$ cat config.mk
export PLATFORM = sky130hd
export DESIGN_NAME = dcache_ctrl
export DESIGN_NICKNAME = d
export VERILOG_FILES = /design/src/hdl/dcache_pkg.sv /design/src/hdl/dcache_ctrl.sv
export VERILOG_INCLUDE_DIRS = /design/src /design/src/hdl
export SDC_FILE = /design/constraint.sdc
export NUM_CORES = 1
export LEC_CHECK = 0
export BUFFER_PORTS_ARGS = -buffer_cell sky130_fd_sc_hd__buf_2
export CAP_MARGIN = 0
export CORE_AREA = 2 2 243 245
export DETAILED_ROUTE_END_ITERATION = 7
export DIE_AREA = 0 0 245 247
export GPL_TIMING_DRIVEN = 0
export HOLD_SLACK_MARGIN = 0.1
export SKIP_CTS_REPAIR_TIMING = 1
export SLEW_MARGIN = 20
export SYNTH_ARGS = -nofsm -noshare
export SYNTH_HDL_FRONTEND = slang
export SYNTH_SLANG_ARGS = --single-unit
$ cat constraint.sdc
create_clock -name clk -period 4.6 [get_ports clk]
set_input_delay 1.38 -clock clk [delete_from_list [all_inputs] [get_ports clk]]
set_output_delay 1.38 -clock clk [all_outputs]
set_load 0.005 [all_outputs]
$ cat src/hdl/dcache_macros.svh
// cache geometry, field widths and age limit
`ifndef DCACHE_MACROS_SVH
`define DCACHE_MACROS_SVH

// address split is tag | index | byte offset
`define DC_ADDR_W   32
`define DC_WORD_W   64
`define DC_STRB_W   8
`define DC_TAG_W    23
`define DC_INDEX_W  6
`define DC_SETS     64
`define DC_OFFSET_W 3

// replacement age counters
`define DC_AGE_W    3
`define DC_AGE_MAX  7

`endif

$ cat src/hdl/dcache_pkg.sv
// shared data cache types and controller state encoding
`include "dcache_macros.svh"

package dcache_pkg;

    typedef logic [`DC_ADDR_W-1:0]  addr_t;
    typedef logic [`DC_WORD_W-1:0]  word_t;
    typedef logic [`DC_STRB_W-1:0]  strb_t;
    typedef logic [`DC_TAG_W-1:0]   tag_t;
    typedef logic [`DC_INDEX_W-1:0] index_t;
    typedef logic [`DC_AGE_W-1:0]   age_t;

    // one access at a time and misses loop back to LOOKUP
    typedef enum logic [2:0] {
        IDLE,
        LOOKUP,
        HIT,
        WRITEBACK,
        REFILL
    } cache_state_e;

endpackage

$ cat src/hdl/dcache_ctrl.sv
// access FSM with CPU request/response and memory port logic
`include "dcache_macros.svh"

module dcache_ctrl import dcache_pkg::*; (
    input  logic        clk,
    input  logic        reset_i,
    input  logic        req_valid_i,
    input  logic        req_write_i,
    input  addr_t       req_addr_i,
    input  word_t       req_wdata_i,
    input  strb_t       req_strb_i,
    output logic        req_ready_o,
    output logic        resp_valid_o,
    output word_t       resp_rdata_o,
    output logic        mem_req_o,
    output logic        mem_we_o,
    output addr_t       mem_addr_o,
    output word_t       mem_wdata_o,
    input  logic        mem_ready_i,
    input  word_t       mem_rdata_i,
    output index_t      lookup_index_o,
    output tag_t        lookup_tag_o,
    output logic        tag_we_o,
    output logic        fill_way_o,
    output logic        data_we_o,
    output strb_t       data_strb_o,
    output word_t       data_wdata_o,
    output logic        touch_o,
    output logic        touch_way_o,
    output logic        set_dirty_o,
    output logic        clear_dirty_o,
    input  logic [1:0]  hit_i,
    input  tag_t [1:0]  way_tag_i,
    input  word_t [1:0] way_data_i,
    input  logic        victim_way_i,
    input  logic        victim_dirty_i
);

    cache_state_e state_q;
    cache_state_e state_d;
    logic         accept;
    logic         req_write_q;
    tag_t         req_tag_q;
    index_t       req_index_q;
    word_t        req_wdata_q;
    strb_t        req_strb_q;
    logic         hit_way;
    logic         target_way;

    assign req_ready_o = (state_q == IDLE);
    assign accept      = req_valid_i && req_ready_o;

    always_ff @(posedge clk) begin
        if (reset_i) begin
            state_q <= IDLE;
        end else begin
            state_q <= state_d;
        end
    end

    // whole request captured so the CPU may move on
    always_ff @(posedge clk) begin
        if (accept) begin
            req_write_q <= req_write_i;
            req_tag_q   <= req_addr_i[`DC_ADDR_W-1 -: `DC_TAG_W];
            req_index_q <= req_addr_i[`DC_OFFSET_W +: `DC_INDEX_W];
            req_wdata_q <= req_wdata_i;
            req_strb_q  <= req_strb_i;
        end
    end

    always_comb begin
        state_d = state_q;
        case (state_q)
            IDLE: begin
                if (accept) begin
                    state_d = LOOKUP;
                end
            end
            LOOKUP: begin
                if (|hit_i) begin
                    state_d = HIT;
                end else if (victim_dirty_i) begin
                    state_d = WRITEBACK;
                end else begin
                    state_d = REFILL;
                end
            end
            HIT: state_d = IDLE;
            WRITEBACK: begin
                if (mem_ready_i) begin
                    state_d = REFILL;
                end
            end
            REFILL: begin
                // retry the lookup, which now hits
                if (mem_ready_i) begin
                    state_d = LOOKUP;
                end
            end
            default: state_d = IDLE;
        endcase
    end

    // arrays see the incoming request while idle
    assign lookup_index_o = (state_q == IDLE) ?
                            req_addr_i[`DC_OFFSET_W +: `DC_INDEX_W] : req_index_q;
    assign lookup_tag_o   = (state_q == IDLE) ?
                            req_addr_i[`DC_ADDR_W-1 -: `DC_TAG_W] : req_tag_q;

    assign hit_way    = hit_i[1];
    assign target_way = (state_q == HIT) ? hit_way : victim_way_i;

    assign resp_valid_o = (state_q == HIT);
    assign resp_rdata_o = way_data_i[hit_way];

    assign mem_req_o   = (state_q == WRITEBACK) || (state_q == REFILL);
    assign mem_we_o    = (state_q == WRITEBACK);
    assign mem_addr_o  = (state_q == WRITEBACK) ?
                         {way_tag_i[victim_way_i], req_index_q, {`DC_OFFSET_W{1'b0}}} :
                         {req_tag_q, req_index_q, {`DC_OFFSET_W{1'b0}}};
    assign mem_wdata_o = way_data_i[victim_way_i];

    assign tag_we_o     = (state_q == REFILL) && mem_ready_i;
    assign fill_way_o   = target_way;
    assign data_we_o    = tag_we_o || ((state_q == HIT) && req_write_q);
    assign data_strb_o  = (state_q == HIT) ? req_strb_q : '1;
    assign data_wdata_o = (state_q == HIT) ? req_wdata_q : mem_rdata_i;

    assign touch_o       = (state_q == HIT);
    assign touch_way_o   = target_way;
    assign set_dirty_o   = (state_q == HIT) && req_write_q;
    assign clear_dirty_o = mem_req_o && mem_ready_i;

    // a response always comes from exactly one hit way
    a_resp_one_hit: assert property (@(posedge clk) disable iff (reset_i)
        resp_valid_o |-> $onehot(hit_i));

    a_mem_addr_stable: assert property (@(posedge clk) disable iff (reset_i)
        mem_req_o && !mem_ready_i |=> $stable(mem_addr_o));

endmodule

# Word-level counts from Yosys, hierarchy flattened
# Cells that the tools add are included.
dict set report classes {
  muxes 18
  reduce_logical 9
  magnitude_cmp 2
  eq_ne 7
}
# cell n
set ops {}
lappend ops {{64-bit two-way mux} 5}
lappend ops {{23-bit two-way mux} 3}
lappend ops {{32-bit two-way mux} 1}
lappend ops {{3-bit two-way mux} 5}
lappend ops {{3-bit one-hot mux with 4 select lines} 1}
lappend ops {{8-bit two-way mux} 1}
lappend ops {{3-bit by 2-bit == test with 1-bit output, second input constant} 2}
lappend ops {{6-bit two-way mux} 1}
lappend ops {{1-bit logical AND} 4}
lappend ops {{1-bit by 2-bit < comparator with 1-bit output, second input constant} 2}
lappend ops {{2-bit by 1-bit inequality test with 1-bit output, second input constant} 2}
lappend ops {{3-bit by 1-bit == test with 1-bit output, second input constant} 1}
lappend ops {{3-bit == test, second input constant} 1}
lappend ops {{3-bit zero test} 1}
lappend ops {{3-bit AND reduction} 1}
lappend ops {{1-bit logical OR} 2}
lappend ops {{2-bit inequality test, second input constant} 1}
lappend ops {{2-bit OR reduction} 1}
lappend ops {{1-bit two-way mux} 1}
dict set report word_totals {
  inputBits 351
  register_bits 105
}

# Longest topological paths before layout
dict set report logic_depth {
  depth_word 4
  depth_mapped 6
}

# Worst setup path before layout
# OpenSTA, ideal clock, no wires.
dict set report synth_timing {
  kind {input to register}
  start {input req_valid_i}
  end {register req_index_q[0] (enable)}
  t_arrival_ps 3733
  slack_ps 394
  required_ps 4127
  setup_time_ps 473
  stages 1
  cell_sequence {and2_1}
}
dict set report synth_between {
  elab_chain_len 1
}
# item line_no
set synth_lines {}
lappend synth_lines {{from (decl)} dcache_ctrl.sv:7} ;# input logic req_valid_i,
lappend synth_lines {{1-bit logical AND} dcache_ctrl.sv:51} ;# assign accept = req_valid_i && req_ready_o;
lappend synth_lines {{to (signal assigned)} dcache_ctrl.sv:66} ;# req_index_q <= req_addr_i[`DC_OFFSET_W +: `DC_INDEX_W];
lappend synth_lines {{to (decl)} dcache_ctrl.sv:44} ;# index_t req_index_q;
# No other way between the ends.
# A chain may end at the register's enable or synchronous reset.

# Worst setup path after layout
dict set report layout_timing {
  start {input victim_way_i}
  end {output mem_addr_o[17]}
}
dict set report layout_between {
  elab_chain_len 3
}
# item line_no
set layout_lines {}
lappend layout_lines {{from (decl)} dcache_ctrl.sv:35} ;# input logic victim_way_i,
lappend layout_lines {{23-bit two-way mux (not written as such) (2 in a row)} dcache_ctrl.sv:120} ;# {way_tag_i[victim_way_i], req_index_q, {`DC_OFFSET_W{1'b0}}} :
lappend layout_lines {{32-bit two-way mux} dcache_ctrl.sv:119} ;# assign mem_addr_o = (state_q == WRITEBACK) ?
lappend layout_lines {{to (decl)} dcache_ctrl.sv:17} ;# output addr_t mem_addr_o,
# No other way between the ends. The select of a mux whose other input is x is not followed.

==> out/results.ini <==
[cts]
cts_root_buffer = clkbuf_16
cts.clk_slew.worst_paths_ps = 60
insertion_delay_ps = 380
cts_tree = done
htreeDepth = 3
numCtsBuffers = 9
cts.sink_count = 105
cts_buffer_depth = 2

[timing]
fmax_ghz = 0.229
fin_crit_ps = 4360
slew_violations = 0
relSlewSlack_pct = 35.8
fin_crit_sh_pct = 94.8
setup_tns_ps = 0
worstMarginPinSlew_ps = 964
setup_viol = 0
rsz0062_at_grt = no
fin_worst_skew_ps = 14.0
hold_viol = 0
finalWorstSetupSlack_ps = 240

[floorplanning]
dieArea_sq_um = 60500
die_w_um = 245
num_rows = 89
pin_count = 623
core_area_sq_um = 58200
fp.dieH_um = 247
initial_utilization_pct = 11.2

[synth]
synth_seq_cells = 105
synth_cell_types = 29
synth_area_per_cell_sq_um = 14.0
async_flop_share_pct = 0
synth.most_common_cell = mux2_2
synth_top_area_cell = edfxtp_1
synth_area_leaders = edfxtp_1 (47%), mux2_2 (31%), mux2_1 (7.4%), mux2i_1 (3.7%), o21ai_0 (1.8%)
ys_warn_count = 0
yosys.area.top_type_share_pct = 47.0
synthFlopType = edfxtp_1
synthTopCellsByCount = mux2_2 (179), edfxtp_1 (102), mux2_1 (43)
synth_area_sq_um = 6520
synth-seq-area-share_pct = 47.9
synth_edf_count = 102
syn_inst = 467

[layout]
final_nets = 1446
nFillCells = 6444
syn2layout_area_growth_pct = 67.3
fin_util_pct = 18.7
drive_above_1_share_pct = 77.1

[worst_setup_path]
worstPathRequired_ps = 3220
critPathTopFamily = buffers and inverters
cp.arrival_ps = 2980
cp_num_buf_inv = 4
cpMostUsedCell = buf_2
cp-startpoint = victim_way_i
setup.worst_path.end_class = output pin
crit_slowest_cell = buf_2
worstPathCellList = buf_2 > buf_2 > buf_4 > mux2i_1 > o21ai_0 > buf_2
worstSetupPathType = input port to output pin
crit_path_start_kind = input port
cp_max_fo = 10
r2r_slack_ps = 1760
r2r_start = state_q[1]$_SDFFE_PP0P_
max_stage_delay_ps = 390

[power_and_ir_drop]
p_per_area_nw_per_um2 = 249
power_leakage_uw = 0.00495
combPwrFrac_pct = 27.4
power.total_uw = 2710
p_int_uw = 1970
seqPwrFrac_pct = 42.7
netSwitchingPower_uw = 743
ir_worst_vdd_mv = 0.173
pwr-share-clk_pct = 29.9
switching_share_pct = 27.4

[route]
wl_per_cell_um = 15.9
detail_route.iter0.violations = 197
vias = 6534
wl_mm = 29.8
dr.pass1.iters = 4
remaining_drc_errors = 0
routed_via_density = 3.48
antenna_violating_nets_post_route = 0

[place]
place.gp.congestion = 0.839
post-place-ws_ps = 173
dp_hpwl_mm = 25.6
portBuffers = 614

[global_route]
grt_start_max_net_pins = 54
antenna_found_initial = 6
overflow = 0
grt_pass1_vias = 6334
grt_pass1_wl_mm = 39.4
grt_usage_pct = 9.05

[min_path]
hold_class = flop to flop
hold_path.startpoint = state_q[2]$_SDFFE_PP0P_

[job]
maxCapViolations = 0

[status]
status = completed

-- layout make-up --
type                       count  area, sq um  area share [%]
inverter                       2         7.51          0.0688
timing repair buffer         615         3100            28.4
clock buffer                  11          233            2.13
buffer                        39          262            2.40
tap                          773          967            8.87
clock inverter                 5         63.8           0.585
antenna                        5         12.5           0.115
sequential                   105         3120            28.6
multi-input combinational    323         3140            28.8
-- state kept, by name, summed over array words and instances, names as in the netlist --
| name | cells |
|---|---|
| req_index_q | 6 |
| req_write_q | 1 |
| req_strb_q | 8 |
| state_q | 3 |
| req_wdata_q | 64 |
| req_tag_q | 23 |
-- cells by family after synthesis --
| logic type | count (synthesis) | synth area share (%) |
|---|---|---|
| AO/OA/AOI/OAI | 28 | 2.21 |
| flip-flops | 105 | 47.9 |
| buffers and inverters | 41 | 4.13 |
| other | 1 | 0.0575 |
| AND/OR/NAND/NOR | 46 | 3.68 |
| multiplexers | 246 | 42.0 |
-- cells in the final DEF (no fill, tap or decap), types with 2 or more instances in the layout --
| cell type | instances |
|---|---|
| o21ai_0 | 24 |
| dfxtp_1 | 3 |
| mux2_1 | 43 |
| nand2_1 | 25 |
| buf_4 | 13 |
| buf_6 | 6 |
| conb_1 | 3 |
| clkbuf_16 | 9 |
| buf_2 | 631 |
| edfxtp_1 | 102 |
| diode_2 | 5 |
| mux2_2 | 179 |
| a21oi_1 | 3 |
| inv_1 | 2 |
| clkbuf_1 | 4 |
| mux2i_1 | 24 |
| nand2b_1 | 8 |
-- power groups by stage --
stage | Combinational (uW) | Sequential (uW) | Clock (uW)
global route | 809 | 1170 | 890
detailed placement | 749 | 1180 | 0
global placement | 732 | 1190 | 0
floorplan | 323 | 1180 | 0
finish | 742 | 1160 | 811
CTS | 754 | 1160 | 866
-- per-layer routing --
metal  track usage [%]  part of all wire [%]  vias to the layer above
met2              15.0                    48                      334
met5                 0                 0.090                        -
li1                  -                     -                     3040
met4              3.87                   2.8                        4
met3              2.52                   7.6                       46
met1              11.0                    41                     3110
-- per-stage QoR --
| step | hold WS, ps | cell area [sq um] | cells |
|---|---|---|---|
| floorplan | 571 | 6530 | 469 |
| global placement | 618 | 10600 | 1856 |
| detailed placement | 625 | 10600 | 1857 |
| CTS | 639 | 10900 | 1873 |
| global route | 686 | 10900 | 1873 |
| finish | 649 | 10900 | 1878 |
-- worst register-to-register path, stage by stage (launching register included) --
cell     delay [ps]
dfxtp_1         300
buf_4           150
nor3_2          630
buf_4           390
and2_4          630
buf_16          370
-- worst paths after layout --
kind / end / cells past startpoint
worst max-delay path: mem_addr_o[17] / 6
worst min-delay path: state_q[2]$_SDFFE_PP0P_ / 2
worst max register to register: req_tag_q[11]$_DFFE_PP_ / 5
worst min register to register: state_q[2]$_SDFFE_PP0P_ / 2
Note: power is estimated with default switching activity, not from simulation.
