===== config.mk =====
export PLATFORM = sky130hd
export DESIGN_NAME = line_state
export DESIGN_NICKNAME = d
export VERILOG_FILES = /design/src/hdl/dcache_pkg.sv /design/src/hdl/line_state.sv
export VERILOG_INCLUDE_DIRS = /design/src /design/src/hdl
export SDC_FILE = /design/constraint.sdc
export NUM_CORES = 1
export LEC_CHECK = 0
export BUFFER_PORTS_ARGS = -buffer_cell sky130_fd_sc_hd__buf_2
export CAP_MARGIN = 20
export CORE_MARGIN = 5
export CORE_UTILIZATION = 50
export CTS_BUF_LIST = sky130_fd_sc_hd__clkbuf_8
export DETAILED_ROUTE_END_ITERATION = 10
export PLACE_DENSITY_LB_ADDON = 0.25
export RECOVER_POWER = 100
export SKIP_LAST_GASP = 1
export SYNTH_ARGS = -nofsm -noshare
export SYNTH_HDL_FRONTEND = slang
export SYNTH_SLANG_ARGS = --single-unit

===== constraint.sdc =====
create_clock -name clk -period 11.11 [get_ports clk]
set_input_delay 2.222 -clock clk [delete_from_list [all_inputs] [get_ports clk]]
set_output_delay 2.222 -clock clk [all_outputs]
set_load 0.01 [all_outputs]

===== src/hdl/dcache_macros.svh =====
// cache geometry, field widths and age limit
`ifndef DCACHE_MACROS_SVH
`define DCACHE_MACROS_SVH

// address split is tag | index | byte offset
`define DC_ADDR_W   32
`define DC_WORD_W   64
`define DC_STRB_W   8
`define DC_TAG_W    23
`define DC_INDEX_W  6
`define DC_SETS     64
`define DC_OFFSET_W 3

// replacement age counters
`define DC_AGE_W    3
`define DC_AGE_MAX  7

`endif


===== src/hdl/dcache_pkg.sv =====
// shared data cache types and controller state encoding
`include "dcache_macros.svh"

package dcache_pkg;

    typedef logic [`DC_ADDR_W-1:0]  addr_t;
    typedef logic [`DC_WORD_W-1:0]  word_t;
    typedef logic [`DC_STRB_W-1:0]  strb_t;
    typedef logic [`DC_TAG_W-1:0]   tag_t;
    typedef logic [`DC_INDEX_W-1:0] index_t;
    typedef logic [`DC_AGE_W-1:0]   age_t;

    // one access at a time and misses loop back to LOOKUP
    typedef enum logic [2:0] {
        IDLE,
        LOOKUP,
        HIT,
        WRITEBACK,
        REFILL
    } cache_state_e;

endpackage


===== src/hdl/line_state.sv =====
// per-set dirty bits and age counters with victim selection
`include "dcache_macros.svh"

module line_state import dcache_pkg::*; (
    input  logic       clk,
    input  logic       reset_i,
    input  index_t     index_i,
    input  logic [1:0] valid_i,
    input  logic       touch_i,
    input  logic       touch_way_i,
    input  logic       set_dirty_i,
    input  logic       clear_dirty_i,
    output logic       victim_way_o,
    output logic       victim_dirty_o
);

    logic [1:0] dirty_q [`DC_SETS];
    age_t       age_q [`DC_SETS][2];
    logic       other_way;
    age_t       other_age;

    assign other_way = ~touch_way_i;
    assign other_age = age_q[index_i][other_way];

    always_ff @(posedge clk) begin
        if (reset_i) begin
            for (int s = 0; s < `DC_SETS; s++) begin
                dirty_q[s]  <= '0;
                age_q[s][0] <= '0;
                age_q[s][1] <= '0;
            end
        end else begin
            if (set_dirty_i) begin
                dirty_q[index_i][touch_way_i] <= 1'b1;
            end else if (clear_dirty_i) begin
                dirty_q[index_i][touch_way_i] <= 1'b0;
            end
            if (touch_i) begin
                age_q[index_i][touch_way_i] <= '0;
                // saturate so an idle way stays the oldest
                if (other_age != `DC_AGE_MAX) begin
                    age_q[index_i][other_way] <= other_age + 1'b1;
                end
            end
        end
    end

    // empty ways first, then the older way, ties to way 0
    always_comb begin
        if (!valid_i[0]) begin
            victim_way_o = 1'b0;
        end else if (!valid_i[1]) begin
            victim_way_o = 1'b1;
        end else begin
            victim_way_o = age_q[index_i][1] > age_q[index_i][0];
        end
    end

    assign victim_dirty_o = valid_i[victim_way_o] && dirty_q[index_i][victim_way_o];

endmodule


# [Yosys cells after proc, flatten, opt, wreduce, memory -nomap -nowiden]
# Memory sizes are Yosys's and may differ from the RTL's.
# Index checks and enable logic that the tools add are counted.
[op_classes] addsub=1 n_lt_le_gt_ge=8 n_eq_ne=1 muxes=45 bitwise_logic=11 reduce_logical=6
[op_table] cell="2-to-1 mux 6 bit" n=6
[op_table] cell="2-to-1 mux 1 bit" n=27
[op_table] cell="2-to-1 mux 3 bit" n=5
[op_table] cell="2-to-1 mux 2 bit" n=4
[op_table] cell="OR 1 bit" n=8
[op_table] cell="demux 3 bit (select 1 bit)" n=2
[op_table] cell="OR reduction 6 bit" n=1
[op_table] cell=">= comparator 2 bit, second input constant" n=2
[op_table] cell="logical AND 1 bit" n=4
[op_table] cell="less-than comparator 1 x 2 -> 1 bit, second input constant" n=2
[op_table] cell="less-than comparator 2 x 1 -> 1 bit, second input constant" n=2
[op_table] cell="inverter 1 -> 2 bit" n=2
[op_table] cell="adder 3 x 1 -> 3 bit, second input constant" n=1
[op_table] cell="> comparator 3 bit" n=1
[op_table] cell="inequality test 3 bit, second input constant" n=1
[op_table] cell="OR reduction 2 bit" n=1
[op_table] cell="demux 1 bit (select 1 bit)" n=1
[op_table] cell=">= comparator 1 bit, second input constant" n=1
[op_table] cell="inverter 1 bit" n=1
[totals] regBits=0 ram_bits=512 inputBits=14 wordCells=74 mem_count=2
[mem_list] name="age_q" words=64 word_bits=6 rd=1 rd_ports_with_merged_regs=0 write_ports=64 line="line_state.sv:18" rtl="age_t age_q [`DC_SETS][2];"
[mem_list] name="dirty_q" words=64 word_bits=2 rd=1 rd_ports_with_merged_regs=0 write_ports=64 line="line_state.sv:17" rtl="logic [1:0] dirty_q [`DC_SETS];"

# [Depth between registers and ports, before layout]
# Gate-level depths: netlist of run 1.
[logic_depth] word_depth=13 depth_mapped=18 mapped_depth_nobuf=13

# [Worst setup path after synthesis of run 1]
# OpenSTA, ideal clock, no wires.
[synth_path] path_kind="input to output" from="input port index_i[0]" to="output port victim_dirty_o" arrival_ns=5.359 setup_slack_ns=3.529 path_stages=15 path_buffers=4 path_cell_list="buf_4 -> buf_6 -> buf_2 -> buf_2 -> mux2_2 -> a221oi_1 -> o21ai_0 -> a211oi_1 -> nand3_1 -> ha_1 -> o21ai_0 -> a32oi_1 -> o2111ai_1 -> or4_1 -> o31ai_1"
[synth_between] elab_chain_len=7
[synth_lines] element="start, declared" line="line_state.sv:7" rtl="input index_t index_i,"
[synth_lines] element="memory (64 x 6 bit)"
[synth_lines] element="> comparator 3 bit" line="line_state.sv:55" rtl="victim_way_o = age_q[index_i][1] > age_q[index_i][0];"
[synth_lines] element="2-to-1 mux 1 bit" line="line_state.sv:52" rtl="end else if (!valid_i[1]) begin"
[synth_lines] element="2-to-1 mux 1 bit" line="line_state.sv:50" rtl="if (!valid_i[0]) begin"
[synth_lines] element="2-to-1 mux 1 bit (not written as such) (2 in series)" line="line_state.sv:59" rtl="assign victim_dirty_o = valid_i[victim_way_o] && dirty_q[index_i][victim_way_o];"
[synth_lines] element="logical AND 1 bit (*)" line="line_state.sv:59"
[synth_lines] element="end, declared" line="line_state.sv:14" rtl="output logic victim_dirty_o"
# Mark *: on every way between the ends. The rest lies on a longest branch, timed or not. The select of a mux whose other input is x is not followed.

==> results of run 1 <==
## layout make-up
| type | instances | area [sq um] |
|---|---|---|
| clock buffers | 90 | 1240 |
| clock inverters | 65 | 318 |
| fillers | 4565 | 24500 |
| inverters | 13 | 48.8 |
| multi-input cells | 1353 | 9420 |
| flip-flops and latches | 512 | 15400 |
| well taps | 688 | 861 |
| repair buffers | 75 | 526 |
## power by group through the flow
stage	clock network [uW]	logic (uW)	registers, uW
6_report	1580	471	2230
5_1_grt	1670	487	2230
4_1_cts	1590	466	2230
3_5_place_dp	0	464	2270
3_3_place_gp	0	458	2270
2_1_floorplan	0	325	2250
## logic make-up (layout without fill, tap and decap cells)
family | after synthesis | after routing
flops | 512 | 512
mux | 134 | 134
simple gates | 767 | 767
fa+ha+maj | 5 | 5
compound gates | 447 | 447
buf+inv | 252 | 243
## registers in the layout, summed over array words and instances, names as in the netlist
signal   count
age_q      384
dirty_q    128
## worst reg2reg max path: cells and delay by family, from the launching register on
kind | cells | cell delay, ns
simple gates | 2 | 0.32
mux | 1 | 0.28
flops | 1 | 0.31
compound gates | 5 | 4.16
buf+inv | 3 | 0.88
fa+ha+maj | 2 | 0.35
## layout by cell type (no fill, tap or decap), drive strengths merged, types with 5 or more instances in the layout
master and instances:
o221ai 11, a22oi 14, nor2 158, nor3b 6, o22ai 39, a221o 6
a211oi 6, a32oi 5, nand2 127, o21bai 126, o21ai 18, clkbuf 105
nor2b 16, a221oi 22, nor4 129, mux2i 55, a21o 128, mux2 27
inv 43, a22o 12, or2 5, a21oi 24, clkinvlp 6, buf 59
ha 5, mux4 52, edfxtp 512, nand3 21, nor3 266, clkinv 28
nand2b 11
## worst paths after layout
check	start	to	slack, ns	depth (start not counted)
setup reg to reg	age_q[48][3]	age_q[9][2]	4.34	13
hold reg to reg	age_q[56][0]	age_q[0][0]	1.30	6
hold / removal	age_q[56][0]	age_q[0][0]	1.30	6
setup / recovery	index_i[1]	age_q[9][2]	1.15	15
## metal layers
| layer | up-vias | GRT usage |
|---|---|---|
| met5 | - | 0 |
| met4 | 0 | 0.147 |
| met3 | 307 | 0.0816 |
| met2 | 1405 | 0.446 |
| met1 | 9714 | 0.391 |
| li1 | 8114 | - |
## stage by stage
stage / setup slack (ns) / power, uW
6_report: 1.15 / 4280
5_1_grt: 0.847 / 4390
4_1_cts: 1.93 / 4280
3_5_place_dp: 1.95 / 2730
3_3_place_gp: 1.50 / 2720
2_1_floorplan: 3.53 / 2570
==> summary by stage, run 1 <==
Outcome
The flow ran to the end, but the final reports show violations. The final reports fail on max-capacitance violations, max-slew violations.

Worst setup path
In this run the worst path has a maximum fanout of 35. Traced cell by cell, the critical path runs through clkbuf_2 > buf_4 > nor2b_1 > buf_4 > a22o_1 > a221oi_1 > o22ai_1 > nand4b_1 > buf_4 > mux2_2 > ha_1 > ha_1 > inv_1 > o21ai_0 > o21bai_1. The worst path arrival time is 10.21 ns. STA classifies the critical path startpoint as an input port. On the critical path, the stage with the largest delay is an instance of sky130_fd_sc_hd__o21ai_0. The cell that appears most often on the critical path is sky130_fd_sc_hd__buf_4. The largest delay contributor family on the critical path is compound AO/OA/AOI/OAI gates. The category of the critical setup timing path is input port to flip-flop. The critical path capture point type is a flip-flop. For this run, the slowest stage of the critical path takes ~3.0 ns. The count of buffering cells on the critical path with inverters included is 5.

The required time at the worst-slack endpoint is ~11 ns.

Global routing
For this run, the total global-route usage over all layers was measured as 0.294. The maximum number of pins on one net before global-route repair is 110. The via count of the first global-routing pass is between 15k and 20k. The global-route wire length before repair is 125000 um.

For this run the aggregate overflow at the end of global routing stands at 0. The number of antenna violations at the first check in global routing is 1.

Power and ir drop
Of the total power, registers draw 0.521. The leakage power is between 0.009 and 0.01 uW. Across the VDD grid, the largest voltage drop is 0.0000930 V. The switching power summed over all nets is 1170 uW.

The share of total power dissipated in the clock network is 0.369. The share of total power dissipated in combinational logic is 0.110. In this run the power density over the cells is roughly 150 nW/um^2. The switching fraction of total power is 0.274. The internal power of the cells totals slightly above 3000 uW.

Timing
Adding up every negative setup slack in the final design gives 0 ns. The hold violation count in the final report is 0. The highest clock rate is 0.100 GHz. The worst relative slew slack is -1.72. The number of endpoints failing setup at the final stage is 0. The smallest clock period supported by the final layout is computed as between 9 and 10 ns. The number of pins exceeding their max-slew limit in the final report is about 620. The share of the clock period used by the worst path is 0.897.

At the pin with the least slew margin, the transition time is 4.03 ns. Final hold analysis gives a worst-case slack of between 1 and 1.5 ns. Setup repair after global routing left no endpoint under its margin.

The worst-case clock skew is approximately 0.046 ns.

Logic synthesis
The number of enable-type register cells in the synthesized netlist is around 510. The dominant synthesized flop cell is sky130_fd_sc_hd__edfxtp_1. Ranked by total cell area, the synthesized netlist is headed by sky130_fd_sc_hd__edfxtp_1, sky130_fd_sc_hd__nor3_1, sky130_fd_sc_hd__mux4_2, sky130_fd_sc_hd__nor4_2, sky130_fd_sc_hd__a21o_1. sky130_fd_sc_hd__edfxtp_1 takes more of the synthesized area than any other cell. The total of flip-flops plus latches after synthesis is 512. The number of nets produced by synthesis is about 2.1k. Of the total synthesized cell area, the portion taken by XOR and XNOR cells is 0. The share of Yosys cell area claimed by the top area cell type is 0.586. The combinational family with the most area after synthesis is simple AND/OR/NAND/NOR gates. The share of synthesized area spent on multiplexers is 0.0772. The number of cells produced by synthesis is 2117. The share of the Yosys chip area taken by registers is 0.586.

The average cell area after synthesis is around 12 sq um. Summing every instance area after synthesis gives about 26000 sq um. Among all cell types in the netlist, the one instantiated most often is sky130_fd_sc_hd__edfxtp_1. The area fraction in compound gates after synthesis came to 0.127. The Yosys step of the flow raised 0 warnings. The simple-gate share of the synthesized area is 0.165. The fraction of the mapped netlist area in adder cells is 0.00238. By count the netlist is led by sky130_fd_sc_hd__edfxtp_1, sky130_fd_sc_hd__nor3_1, sky130_fd_sc_hd__clkbuf_1.

After synthesis, the share of flip-flops with an asynchronous set or reset is 0. The number of library cell types mapped by synthesis is 71.

Floorplanning
The initial utilization of the core area, before any placement, comes to 0.502. The die covers 57200 sq um. In this run the vertical extent of the chip is approximately 240 um.

The horizontal die dimension is 239 um. The core region is around 52000 sq um. In this run the core area contains 84 standard-cell rows.

The number of placed I/O pins is 16.

CTS
Clock latency on the worst-skew pair, taken at its later pin, is about 0.7 ns. TritonCTS built the clock tree. The clock edge transition at the registers on the reported setup and hold paths is approximately 0.06 ns. The clock tree synthesis step divided the H-tree into 3 levels. The count of hold buffers inserted by post-cts repair is 0. The CTS sink count is ~510. Clock tree synthesis inserted a total of just under 90 buffers.

The number of gates resized after CTS was 0. After clock tree synthesis, the setup repair step added 0 buffers. The buffer type at the clock tree root is sky130_fd_sc_hd__clkbuf_8.

The maximum root-to-sink buffer count is 3.

Final layout
The count of antenna diodes in the layout is 0. The area growth from synthesis to layout is 5.85%. The fraction of final layout cells sized beyond drive strength 1 is 0.143. The total number of nets in the final design is 2063. Excluding fillers, the count of instances in the completed layout stands at between 2k and 3k. After routing the design area is roughly 28000 sq um. The final design utilization is 0.531.

Placed design
At the end of routability-driven placement, the weighted congestion stood at 1.02. The placed standard-cell area is 26700 sq um. The placed instance count is 2641. The half-perimeter wire length after detailed placement is ~55000 um. The count of buffers from port buffering is 15.

Route
The first-pass iteration count of the detailed router is 6. Detailed routing placed a total of 10100 um of wire on met3. The post-detailed-route count of antenna-violating nets is 0.

In this run the top signal layer used is met4. The total length of routed met2 wires is slightly below 40000 um. For this block, the initial DRC count from the detailed router was just over 3k. The wire length per cell is a little over 30 um. The detailed-route wire length is about 86000 um. The number of DRC violations after detailed routing is 0.

Using the TritonRoute via totals, the vias-per-cell ratio works out to 6.99. The detailed router put a total of 31700 um of wire on met1. The total vias in the final route is 19.5k.

Worst hold path
The worst hold path class is flip-flop to flip-flop.

Job
Max-cap violations in this run came to 15.
(Power assumes the default switching activity.)
==> run 2: changes to the inputs <==
- CELL_PAD_IN_SITES_DETAIL_PLACEMENT: not set -> 1
- CELL_PAD_IN_SITES_GLOBAL_PLACEMENT: not set -> 2
==> summary by stage, run 2 (synthesis results as in run 1) <==
Timing
The worst-case clock skew came to 0.0302 ns (-0.0163 ns). The hold violation count in the final report is 0 (unchanged). The sum of negative setup slack came to 0 ns (unchanged). Setup repair after global routing left no endpoint under its margin. The transition at the pin with the smallest max-transition slack was 5.43 ns (+1.40 ns). The time the final worst path needs with I/O delays and setup is 10.06 ns (+0.0979 ns). The slack of the critical path came to 1.05 ns (-0.0979 ns). The number of endpoints failing setup at the final stage is 0 (unchanged). The worst relative slew slack is -2.62 (-0.904). The share of the clock period used by the worst path came to 0.906 (+0.00882). The number of pins exceeding their max-slew limit in the final report is 441 (-29%). The highest clock rate is 0.0994 GHz (-0.97%).

Final layout
The total number of nets in the final design is 2075 (+0.58%). The fraction of final layout cells sized beyond drive strength 1 is 0.135 (-0.00737). Ranked by flip-flop count, first place goes to age_q. The top cell types in the final layout, fill and taps aside, are sky130_fd_sc_hd__edfxtp_1, sky130_fd_sc_hd__nor3_1, sky130_fd_sc_hd__nor2_1, sky130_fd_sc_hd__a21o_1, sky130_fd_sc_hd__o21bai_1. The layout overhead on the synthesized area is 5.96%.

The flip-flop count of the largest register, all copies and words added is 384 (unchanged). The largest registers in the layout are age_q x384, dirty_q x128. The library cell used most frequently in the layout, excluding fill and tap cells, is sky130_fd_sc_hd__edfxtp_1.

The final design utilization is 0.532 (+0.000574).

Global routing
The total track usage is 0.336 (+0.0422). The maximum number of pins on one net before global-route repair was 153 (+39%). The via count of the first global-routing pass was 19.7k (+3.9%). The leftover overflow at the end of global routing is 0 (unchanged). The global-route wire length before repair was 140000 um (+12%). The number of antenna violations at the first check in global routing came to 3 (+2).

Route
The total vias in the final route is 19.6k (+0.34%). The wire length per cell came to 34.7 um (+13%). The detailed-route wire length is 97300 um (+13%). The post-detailed-route count of antenna-violating nets is 0 (unchanged). The number of violations reported at the end of detailed-routing iteration 0 is 2492 (-18%). The first-pass iteration count of the detailed router is 5 (-1). The number of DRC violations after detailed routing is 0 (unchanged). The via density per instance is 7.00 (+0.13%).

CTS
The TritonCTS buffer count was 88 (-1.1%). The CTS sink count is 512 (unchanged). TritonCTS built the clock tree. The latest clock arrival within the worst-skew pair is 0.69 ns (-0.03 ns). The count of cells resized by post-cts repair is 0 (unchanged). The clock edge transition at the registers on the reported setup and hold paths is 0.06 ns (about the same).

The tree is rooted in a sky130_fd_sc_hd__clkbuf_8. The count of hold buffers inserted by post-cts repair is 0 (unchanged). The CTS H-tree depth is 3 (unchanged). The maximum root-to-sink buffer count came to 3 (unchanged). The total setup buffers inserted after CTS is 0 (unchanged).

Power and ir drop
The internal cell power is 3110 uW (+0.23%). The part of the power in registers is 0.519 (-0.002). The worst IR drop on VDD was 0.0000902 V (-3.0%). The power share of the combinational group is 0.114 (+0.004). The part of the power in the clock network came to 0.366 (-0.003). The leakage power is 0.00927 uW (+0.18%). The total power per unit cell area is 154 nW/um^2 (+0.25%). The switching power summed over all nets was 1180 uW (+0.68%). The total chip power is 4290 uW (+0.35%).

The switching fraction of total power came to 0.275 (+0.000884).

Worst setup path
STA classifies the critical path startpoint as an input port. The maximum fanout encountered on the critical timing path is 54 (+54%). The category of the critical setup timing path is input port to output port. Among all stages on the critical path, the largest delay is contributed by sky130_fd_sc_hd__a2111oi_0. The delay of the slowest cell on the worst path is 0.88 ns (-2.08 ns). The critical path capture point type is an output port.

The required time at the worst-slack endpoint came to 8.89 ns (-2.46 ns). The worst path arrival time is 7.84 ns (-2.37 ns). The signal on the critical path passes through clkbuf_2 > buf_12 > nor3b_2 > buf_4 > a22o_1 > a2111oi_0 > o22ai_1 > nor4_1 > ha_1 > nor2b_1 > o21ai_0 > a32oi_1 > a311oi_1 > nand4_1 > o31ai_1 > clkbuf_1.

Floorplanning
The height of the die is 239 um (unchanged). The number of placement rows is 84 (unchanged). The starting utilization of the core area is 0.502 (unchanged). The horizontal die dimension is 239 um (unchanged). The core box area is 52300 sq um (unchanged).

The number of placed I/O pins was 16 (unchanged). The area of the die is 57200 sq um (unchanged).

Placed design
The count of buffers from port buffering came to 15 (unchanged). The half-perimeter wire length after detailed placement is 63600 um (+15%). The placer congestion estimate came to 0.983 (-3.2%).

The setup slack at placement is 2.02 ns (+0.0652 ns).

Outcome
The run finished, with violations left. The checks that failed: max-capacitance violations, max-slew violations.

Worst hold path
The worst hold path class is flip-flop to flip-flop.

Job
The count of max-cap constraint violations is 9 (-6).
-- run 2: changes by cell type in the layout (fill, tap and decap cells not counted), sizes merged --
cell	delta
diode	+2
clkinv	-6
clkdlybuf4s18	-1
clkbuf	+19
buf	-3
clkinvlp	-5
-- run 2: metrics by stage --
stage	instance area, sq um	hold slack [ns]	cells
after detailed placement	26900	1.37	2650
after floorplan	26300	1.11	2117
after global placement	26800	1.40	2646
final	27800	1.41	2802
after global routing	27800	1.47	2802
after CTS	28400	1.41	2796
-- run 2: path summary, 6_finish.rpt --
path                              startpoint             end  slack, ns  cells past startpoint
worst min-delay path            age_q[34][0]     age_q[0][0]       1.41                      5
worst max-delay path              index_i[1]  victim_dirty_o       1.05                     16
worst max register to register  age_q[30][0]    age_q[40][4]       4.42                     12
worst min register to register  age_q[34][0]     age_q[0][0]       1.41                      5
-- run 2: critical path: cells and delay by family --
kind,cells,cell delay [ns]
AO/OA/AOI/OAI,7,2.35
buffers and inverters,4,1.95
AND/OR/NAND/NOR,4,0.90
adder cells (fa/ha/maj),1,0.32
-- run 2: area by class of cell --
class,instances,area (sq um)
Antenna cell,2,5.00
Clock buffer,92,1270
Clock inverter,54,244
Fill cell,5410,24500
Inverter,13,48.8
Multi-Input combinational cell,1353,9400
Sequential cell,512,15400
Tap cell,688,861
Timing Repair Buffer,88,622
-- run 2: power by group through the flow --
stage | clock (uW) | combinational, uW | sequential [uW]
2_1_floorplan | 0 | 325 | 2250
4_1_cts | 1580 | 491 | 2230
3_3_place_gp | 0 | 478 | 2270
5_1_grt | 1680 | 508 | 2230
3_5_place_dp | 0 | 488 | 2270
6_report | 1570 | 491 | 2230
-- run 2: metal layers --
metal,track usage,part of all wire,vias up
met3,0.0696,0.10,238
li1,-,-,8136
met2,0.525,0.46,1129
met4,0.132,0.045,2
met5,0,0.00013,-
met1,0.466,0.39,10102
